### config.mk
export PLATFORM = sky130hd
export DESIGN_NAME = axil_iob_subsys
export DESIGN_NICKNAME = d
export VERILOG_FILES = /design/src/axil_iob_pkg.sv /design/src/axil_iob_subsys.sv /design/src/iob_rsp_mux.sv /design/src/iob_reg_bank.sv /design/src/iob_slot_decoder.sv /design/src/axil2iob.sv
export SDC_FILE = /design/constraint.sdc
export NUM_CORES = 1
export LEC_CHECK = 0
export ABC_AREA = 1
export BUFFER_PORTS_ARGS = -buffer_cell sky130_fd_sc_hd__buf_2
export CAP_MARGIN = 10
export CORE_MARGIN = 5
export CORE_UTILIZATION = 50
export CTS_CLUSTER_DIAMETER = 60
export DETAILED_ROUTE_END_ITERATION = 8
export PLACE_DENSITY_LB_ADDON = 0.2
export SETUP_SLACK_MARGIN = 0.1
export SYNTH_ARGS = -nofsm -noshare
export SYNTH_HDL_FRONTEND = slang
export SYNTH_HIERARCHICAL = 1
export SYNTH_SLANG_ARGS = --single-unit
### constraint.sdc
create_clock -name clk -period 5.25 [get_ports clk]
set_clock_uncertainty 0.15 [all_clocks]
set_input_delay 0 -clock clk [delete_from_list [all_inputs] [get_ports clk]]
set_output_delay 0 -clock clk [all_outputs]
set_load 0.02 [all_outputs]
### src/axil_iob_pkg.sv
package axil_iob_pkg;

   // bits per write strobe lane
   localparam int BYTE_W = 8;

   // AXI response code
   typedef logic [1:0] axil_resp_t;

   localparam axil_resp_t RESP_OKAY   = 2'b00;
   localparam axil_resp_t RESP_SLVERR = 2'b10;

   // IOb error flag to AXI response code
   function automatic axil_resp_t err_to_resp(input logic err);
      axil_resp_t resp;
      if (err) begin
         resp = RESP_SLVERR;
      end else begin
         resp = RESP_OKAY;
      end
      return resp;
   endfunction

   // width of a slot index, at least one bit
   function automatic int idx_w(input int n_slots);
      int w;
      if (n_slots > 1) begin
         w = $clog2(n_slots);
      end else begin
         w = 1;
      end
      return w;
   endfunction

endpackage
### src/axil_iob_subsys.sv
`timescale 1ns/1ps

module axil_iob_subsys
   import axil_iob_pkg::*;
#(
   parameter int ADDR_W        = 16,
   parameter int DATA_W        = 32,
   parameter int N_SLOTS       = 4,
   parameter int REGS_PER_SLOT = 4,
   localparam int STRB_W       = DATA_W / BYTE_W
) (
   input  logic              clk,
   input  logic              rst,
   input  logic [ADDR_W-1:0] axil_awaddr,
   input  logic              axil_awvalid,
   output logic              axil_awready,
   input  logic [DATA_W-1:0] axil_wdata,
   input  logic [STRB_W-1:0] axil_wstrb,
   input  logic              axil_wvalid,
   output logic              axil_wready,
   output axil_resp_t        axil_bresp,
   output logic              axil_bvalid,
   input  logic              axil_bready,
   input  logic [ADDR_W-1:0] axil_araddr,
   input  logic              axil_arvalid,
   output logic              axil_arready,
   output logic [DATA_W-1:0] axil_rdata,
   output axil_resp_t        axil_rresp,
   output logic              axil_rvalid,
   input  logic              axil_rready
);

   localparam int OFF_W = $clog2(REGS_PER_SLOT);
   localparam int IDX_W = idx_w(N_SLOTS);

   logic                           iob_valid;
   logic [ADDR_W-1:0]              iob_addr;
   logic [DATA_W-1:0]              iob_wdata;
   logic [STRB_W-1:0]              iob_wstrb;
   logic                           iob_ready;
   logic [DATA_W-1:0]              iob_rdata;
   logic                           iob_err;
   logic [N_SLOTS-1:0]             slot_valid;
   logic [OFF_W-1:0]               offset;
   logic [IDX_W-1:0]               sel_idx;
   logic                           sel_miss;
   logic                           miss_valid;
   logic [N_SLOTS-1:0]             slot_ready;
   logic [N_SLOTS-1:0][DATA_W-1:0] slot_rdata;

   axil2iob #(.ADDR_W(ADDR_W), .DATA_W(DATA_W)) u_axil2iob (
      .clk, .rst,
      .axil_awaddr, .axil_awvalid, .axil_awready,
      .axil_wdata, .axil_wstrb, .axil_wvalid, .axil_wready,
      .axil_bresp, .axil_bvalid, .axil_bready,
      .axil_araddr, .axil_arvalid, .axil_arready,
      .axil_rdata, .axil_rresp, .axil_rvalid, .axil_rready,
      .iob_valid, .iob_addr, .iob_wdata, .iob_wstrb,
      .iob_ready, .iob_rdata, .iob_err
   );

   iob_slot_decoder #(
      .ADDR_W(ADDR_W), .DATA_W(DATA_W), .N_SLOTS(N_SLOTS), .REGS_PER_SLOT(REGS_PER_SLOT)
   ) u_decoder (
      .clk, .rst, .iob_valid, .iob_addr,
      .slot_valid, .offset, .sel_idx, .sel_miss, .miss_valid
   );

   // one bank per slot, request fields shared
   for (genvar i = 0; i < N_SLOTS; i++) begin : g_bank
      iob_reg_bank #(.DATA_W(DATA_W), .REGS_PER_SLOT(REGS_PER_SLOT)) u_bank (
         .clk, .rst,
         .valid (slot_valid[i]),
         .offset(offset),
         .wdata (iob_wdata),
         .wstrb (iob_wstrb),
         .ready (slot_ready[i]),
         .rdata (slot_rdata[i])
      );
   end

   iob_rsp_mux #(.N_SLOTS(N_SLOTS), .DATA_W(DATA_W)) u_rsp_mux (
      .sel_idx, .sel_miss, .miss_valid, .slot_ready, .slot_rdata,
      .iob_ready, .iob_rdata, .iob_err
   );

endmodule

### src/iob_rsp_mux.sv
`timescale 1ns/1ps

module iob_rsp_mux
   import axil_iob_pkg::*;
#(
   parameter int N_SLOTS = 4,
   parameter int DATA_W  = 32,
   localparam int IDX_W  = idx_w(N_SLOTS)
) (
   input  logic [IDX_W-1:0]                sel_idx,
   input  logic                            sel_miss,
   input  logic                            miss_valid,
   input  logic [N_SLOTS-1:0]              slot_ready,
   input  logic [N_SLOTS-1:0][DATA_W-1:0]  slot_rdata,
   output logic                            iob_ready,
   output logic [DATA_W-1:0]               iob_rdata,
   output logic                            iob_err
);

   // a miss never indexes the banks
   always_comb begin
      if (sel_miss) begin
         iob_ready = miss_valid;
         iob_rdata = '0;
      end else begin
         iob_ready = slot_ready[sel_idx];
         iob_rdata = slot_rdata[sel_idx];
      end
   end

   assign iob_err = sel_miss;

endmodule

### src/iob_reg_bank.sv
`timescale 1ns/1ps

module iob_reg_bank
   import axil_iob_pkg::*;
#(
   parameter int DATA_W        = 32,
   parameter int REGS_PER_SLOT = 4,
   localparam int OFF_W        = $clog2(REGS_PER_SLOT),
   localparam int STRB_W       = DATA_W / BYTE_W
) (
   input  logic              clk,
   input  logic              rst,
   input  logic              valid,
   input  logic [OFF_W-1:0]  offset,
   input  logic [DATA_W-1:0] wdata,
   input  logic [STRB_W-1:0] wstrb,
   output logic              ready,
   output logic [DATA_W-1:0] rdata
);

   logic [DATA_W-1:0] regs [REGS_PER_SLOT];

   // byte-lane writes, a zero strobe writes nothing
   always_ff @(posedge clk) begin
      if (rst) begin
         for (int i = 0; i < REGS_PER_SLOT; i++) begin
            regs[i] <= '0;
         end
      end else if (valid) begin
         for (int b = 0; b < STRB_W; b++) begin
            if (wstrb[b]) begin
               regs[offset][b*BYTE_W +: BYTE_W] <= wdata[b*BYTE_W +: BYTE_W];
            end
         end
      end
   end

   always_ff @(posedge clk) begin
      if (valid && (wstrb == '0)) begin
         rdata <= regs[offset];
      end
   end

   // answer one cycle after the request
   always_ff @(posedge clk) begin
      if (rst) begin
         ready <= 1'b0;
      end else begin
         ready <= valid;
      end
   end

endmodule

### src/iob_slot_decoder.sv
`timescale 1ns/1ps

module iob_slot_decoder
   import axil_iob_pkg::*;
#(
   parameter int ADDR_W        = 16,
   parameter int DATA_W        = 32,
   parameter int N_SLOTS       = 4,
   parameter int REGS_PER_SLOT = 4,
   localparam int BYTE_SHIFT   = $clog2(DATA_W / BYTE_W),
   localparam int OFF_W        = $clog2(REGS_PER_SLOT),
   localparam int SLOT_W       = ADDR_W - BYTE_SHIFT - OFF_W,
   localparam int IDX_W        = idx_w(N_SLOTS)
) (
   input  logic               clk,
   input  logic               rst,
   input  logic               iob_valid,
   input  logic [ADDR_W-1:0]  iob_addr,
   output logic [N_SLOTS-1:0] slot_valid,
   output logic [OFF_W-1:0]   offset,
   output logic [IDX_W-1:0]   sel_idx,
   output logic               sel_miss,
   output logic               miss_valid
);

   logic [SLOT_W-1:0] slot_num;
   logic              miss;

   // byte address -> word -> slot and offset
   assign offset   = iob_addr[BYTE_SHIFT +: OFF_W];
   assign slot_num = iob_addr[ADDR_W-1 -: SLOT_W];
   assign miss     = (slot_num >= SLOT_W'(N_SLOTS));

   always_comb begin
      for (int i = 0; i < N_SLOTS; i++) begin
         slot_valid[i] = iob_valid && (slot_num == SLOT_W'(i));
      end
   end

   // index only matters when not a miss
   always_ff @(posedge clk) begin
      if (iob_valid) begin
         sel_idx <= slot_num[IDX_W-1:0];
      end
   end

   always_ff @(posedge clk) begin
      if (rst) begin
         sel_miss   <= 1'b0;
         miss_valid <= 1'b0;
      end else begin
         if (iob_valid) begin
            sel_miss <= miss;
         end
         miss_valid <= iob_valid && miss;
      end
   end

   // one-cycle request, so the registered selection holds for the answer
   a_valid_pulse: assert property (@(posedge clk) disable iff (rst)
      iob_valid |=> !iob_valid);

endmodule

### src/axil2iob.sv
`timescale 1ns/1ps

module axil2iob
   import axil_iob_pkg::*;
#(
   parameter int ADDR_W = 16,
   parameter int DATA_W = 32,
   localparam int STRB_W = DATA_W / BYTE_W
) (
   input  logic              clk,
   input  logic              rst,

   // AXI-Lite slave
   input  logic [ADDR_W-1:0] axil_awaddr,
   input  logic              axil_awvalid,
   output logic              axil_awready,
   input  logic [DATA_W-1:0] axil_wdata,
   input  logic [STRB_W-1:0] axil_wstrb,
   input  logic              axil_wvalid,
   output logic              axil_wready,
   output axil_resp_t        axil_bresp,
   output logic              axil_bvalid,
   input  logic              axil_bready,
   input  logic [ADDR_W-1:0] axil_araddr,
   input  logic              axil_arvalid,
   output logic              axil_arready,
   output logic [DATA_W-1:0] axil_rdata,
   output axil_resp_t        axil_rresp,
   output logic              axil_rvalid,
   input  logic              axil_rready,

   // IOb master
   output logic              iob_valid,
   output logic [ADDR_W-1:0] iob_addr,
   output logic [DATA_W-1:0] iob_wdata,
   output logic [STRB_W-1:0] iob_wstrb,
   input  logic              iob_ready,
   input  logic [DATA_W-1:0] iob_rdata,
   input  logic              iob_err
);

   typedef enum logic [1:0] {
      ST_IDLE,
      ST_REQ,
      ST_WAIT,
      ST_RESP
   } state_t;

   state_t            state;
   logic              is_write;
   logic              wr_accept;
   logic              rd_accept;
   logic              rsp_done;
   logic [DATA_W-1:0] rdata_q;
   axil_resp_t        resp_q;

   // write needs address and data together and wins over a read
   assign wr_accept = (state == ST_IDLE) && axil_awvalid && axil_wvalid;
   assign rd_accept = (state == ST_IDLE) && axil_arvalid && !(axil_awvalid && axil_wvalid);

   assign axil_awready = wr_accept;
   assign axil_wready  = wr_accept;
   assign axil_arready = rd_accept;

   assign rsp_done = is_write ? axil_bready : axil_rready;

   always_ff @(posedge clk) begin
      if (rst) begin
         state    <= ST_IDLE;
         is_write <= 1'b0;
      end else begin
         case (state)
            ST_IDLE: begin
               if (wr_accept || rd_accept) begin
                  state    <= ST_REQ;
                  is_write <= wr_accept;
               end
            end
            ST_REQ: begin
               state <= ST_WAIT;
            end
            ST_WAIT: begin
               if (iob_ready) begin
                  state <= ST_RESP;
               end
            end
            ST_RESP: begin
               if (rsp_done) begin
                  state <= ST_IDLE;
               end
            end
            default: begin
               state <= ST_IDLE;
            end
         endcase
      end
   end

   // request capture, strobe zeroed so the IOb side sees a read
   always_ff @(posedge clk) begin
      if (wr_accept) begin
         iob_addr  <= axil_awaddr;
         iob_wdata <= axil_wdata;
         iob_wstrb <= axil_wstrb;
      end else if (rd_accept) begin
         iob_addr  <= axil_araddr;
         iob_wstrb <= '0;
      end
   end

   // response capture
   always_ff @(posedge clk) begin
      if ((state == ST_WAIT) && iob_ready) begin
         rdata_q <= iob_rdata;
         resp_q  <= err_to_resp(iob_err);
      end
   end

   assign iob_valid = (state == ST_REQ);

   assign axil_bvalid = (state == ST_RESP) && is_write;
   assign axil_bresp  = resp_q;
   assign axil_rvalid = (state == ST_RESP) && !is_write;
   assign axil_rdata  = rdata_q;
   assign axil_rresp  = resp_q;

   // the IOb side answers each request exactly one cycle later
   a_ready_after_valid: assert property (@(posedge clk) disable iff (rst)
      iob_valid |=> iob_ready);

   // no answer without a request in flight
   a_ready_in_wait: assert property (@(posedge clk) disable iff (rst)
      iob_ready |-> (state == ST_WAIT));

endmodule

==> impl_metrics.env <==
export IMPL_slew_viol_final=0
export IMPL_routedLengthMet1_um=38200
export IMPL_grt_total_usage=0.252
export IMPL_vias=23000
export IMPL_fin_cells=3956
export IMPL_highest_layer="met4"
export IMPL_die_w_um=271
export IMPL_setup_viol=0
export IMPL_yosysWarnings=6
export IMPL_final_layout_size_suffix_gt1_frac=0.220
export IMPL_ctsLongestPathBuffers=3
export IMPL_wirelength_um=94000
export IMPL_startpoint_type="register"
export IMPL_final_setup_tns_ps=0
export IMPL_status="finished, final reports clean"
export IMPL_powerDensity_nw_per_um2=407
export IMPL_initial_core_util=0.505
export IMPL_leakagePower_nw=14.2
export IMPL_utilization=0.576
export IMPL_finalNetCount=3108
export IMPL_drt_iter0_markers=2347
export IMPL_syn_to_final_growth_pct=14.0
export IMPL_crit_arrival_ps=4250
export IMPL_diodes=0
export IMPL_grt_start_max_net_pins=101
export IMPL_route_detailed_drc=0
export IMPL_cts_max_level=3
export IMPL_cts_tree="yes"
export IMPL_antenna_found_initial=0
export IMPL_die_height_um=271
export IMPL_numCtsBuffers=78
export IMPL_syn_area_um2=34000
export IMPL_dp_cells=3708
export IMPL_hold_class="primary input to register"
export IMPL_numPortBuffers=109
export IMPL_first_global_vias=23000
export IMPL_grt_pass1_wl_um=142000
export IMPL_place_hpwl_um=58700
export IMPL_slew_limit_headroom=0.166
export IMPL_synthCells=2839
export IMPL_rsz0062_at_grt="false"
export IMPL_min_period_ps=4080
export IMPL_ios=116
export IMPL_root_buffer="clkbuf_16"
export IMPL_fp_row_count=95
export IMPL_synth_area_per_cell_um2=12.0
export IMPL_globalplace_congestion=0.862
export IMPL_tightestPinTransition_ps=1250
export IMPL_cp_max_fo=17
export IMPL_routedWlPerCell_um=23.8
export IMPL_dr_pass1_iters=5
export IMPL_cap_violations=0
export IMPL_power_mw=15.8
export IMPL_vdd_drop_max_mv=0.305
export IMPL_fillers=5374
export IMPL_final_period_utilization=0.778
export IMPL_required_ps=5420
export IMPL_fmax_mhz=245
export IMPL_vias_per_cell=5.82
export IMPL_end_kind="register"
export IMPL_post_cts_buffers=0
export IMPL_clk_pin_slew_ps=60
export IMPL_criticalPathCategory="register to register"
export IMPL_route_met3_wl_um=7490
export IMPL_route_met2_wl_um=44800
export IMPL_ant_nets=0
export IMPL_die_area_um2=73400
export IMPL_hold_violations=0
export IMPL_cts_sinks=734
export IMPL_grt_overflow=0
export IMPL_core_um2=67400
export IMPL_clock_latency_ps=630
where the power goes:
| part | switching, mW | internal (mW) | leakage (nW) |
|---|---|---|---|
| clock | 2.30 | 3.27 | 1.25 |
| combinational | 2.21 | 0.834 | 5.61 |
| sequential | 0.293 | 6.89 | 7.30 |
| total | 4.81 | 11.0 | 14.2 |
layout by cell type, fill, tap and decap left out, types with 6 or more instances in the layout:
cell             n
buf_4           89
nand2_4         14
clkbuf_16       79
nand3_2         52
clkbuf_1        14
o21ai_0        292
clkinv_1        15
edfxtp_1       725
clkinv_2        13
a21oi_1         43
nor2_1         387
nor2_2          10
nand3_4         36
inv_2            8
buf_2          109
nand3_1         83
bufinv_16       10
nor3_1          74
nand4_4         12
a21oi_4          6
dfxtp_1          9
inv_1          233
nand2_1        279
o22ai_1        128
nor3_2         214
dlygate4sd3_1  114
sequential cells by signal, indices dropped and copies added, names as in the netlist:
name,flops
u_axil2iob/state,2
u_axil2iob/is_write,1
u_axil2iob/axil_rdata,32
g_bank.u_bank/rdata,128
u_axil2iob/iob_wdata,32
g_bank.u_bank/ready,4
u_axil2iob/iob_addr,14
u_axil2iob/axil_bresp,1
u_axil2iob/iob_wstrb,4
u_decoder/sel_idx,2
u_decoder/miss_valid,1
u_decoder/sel_miss,1
g_bank.u_bank/regs,512
worst paths after layout:
| path | from | to | slack [ps] | cells after the start |
|---|---|---|---|---|
| setup / recovery | u_axil2iob/state[1] | g_bank[0].u_bank/regs[0][21] | 1170 | 10 |
| hold / removal | axil_awaddr[15] | u_axil2iob/iob_addr[15] | 60 | 4 |
| setup reg to reg | u_axil2iob/state[1] | g_bank[0].u_bank/regs[0][21] | 1170 | 10 |
| hold reg to reg | u_axil2iob/iob_addr[5] | u_decoder/sel_idx[1] | 330 | 0 |
repair_timing:
action / in CTS / in global routing
hold buffers: 114 / 0
endpoints found under the hold margin: 87 / 0
resized for setup: 0 / 0
area by class of cell:
type | instances | area, um2 | area share
clock buffers | 93 | 2030 | 0.0523
multi-input cells | 1651 | 9840 | 0.254
inverters | 250 | 956 | 0.0246
repair buffers | 314 | 2390 | 0.0617
clock inverters | 41 | 520 | 0.0134
flip-flops and latches | 734 | 22000 | 0.566
well taps | 873 | 1090 | 0.0282
per-stage QoR:
stage / hold slack, ps / setup WS, ps / instance area, um2
global placement: 26.4 / 1360 / 35100
detailed placement: 28.1 / 1220 / 35100
global route: 62.4 / 995 / 38800
CTS: 0.754 / 1200 / 38800
floorplan: -89.6 / 2120 / 34000
finish: 61.8 / 1170 / 38800
routing by layer:
metal / global-route usage / vias to the layer above
met5: 0 / -
met4: 0.0949 / 0
met3: 0.0413 / 188
met2: 0.413 / 1022
met1: 0.342 / 11400
li1: - / 10400
worst max-delay path, cell delays in order, from the launching register on:
cell	delay (ps)
dfxtp_1	340
inv_1	130
ha_1	300
inv_1	80
or2_1	230
nor2_1	630
inv_6	70
nor2_8	380
nand4_4	320
o21ai_0	860
buf_4	280
(Power assumes the default switching activity.)
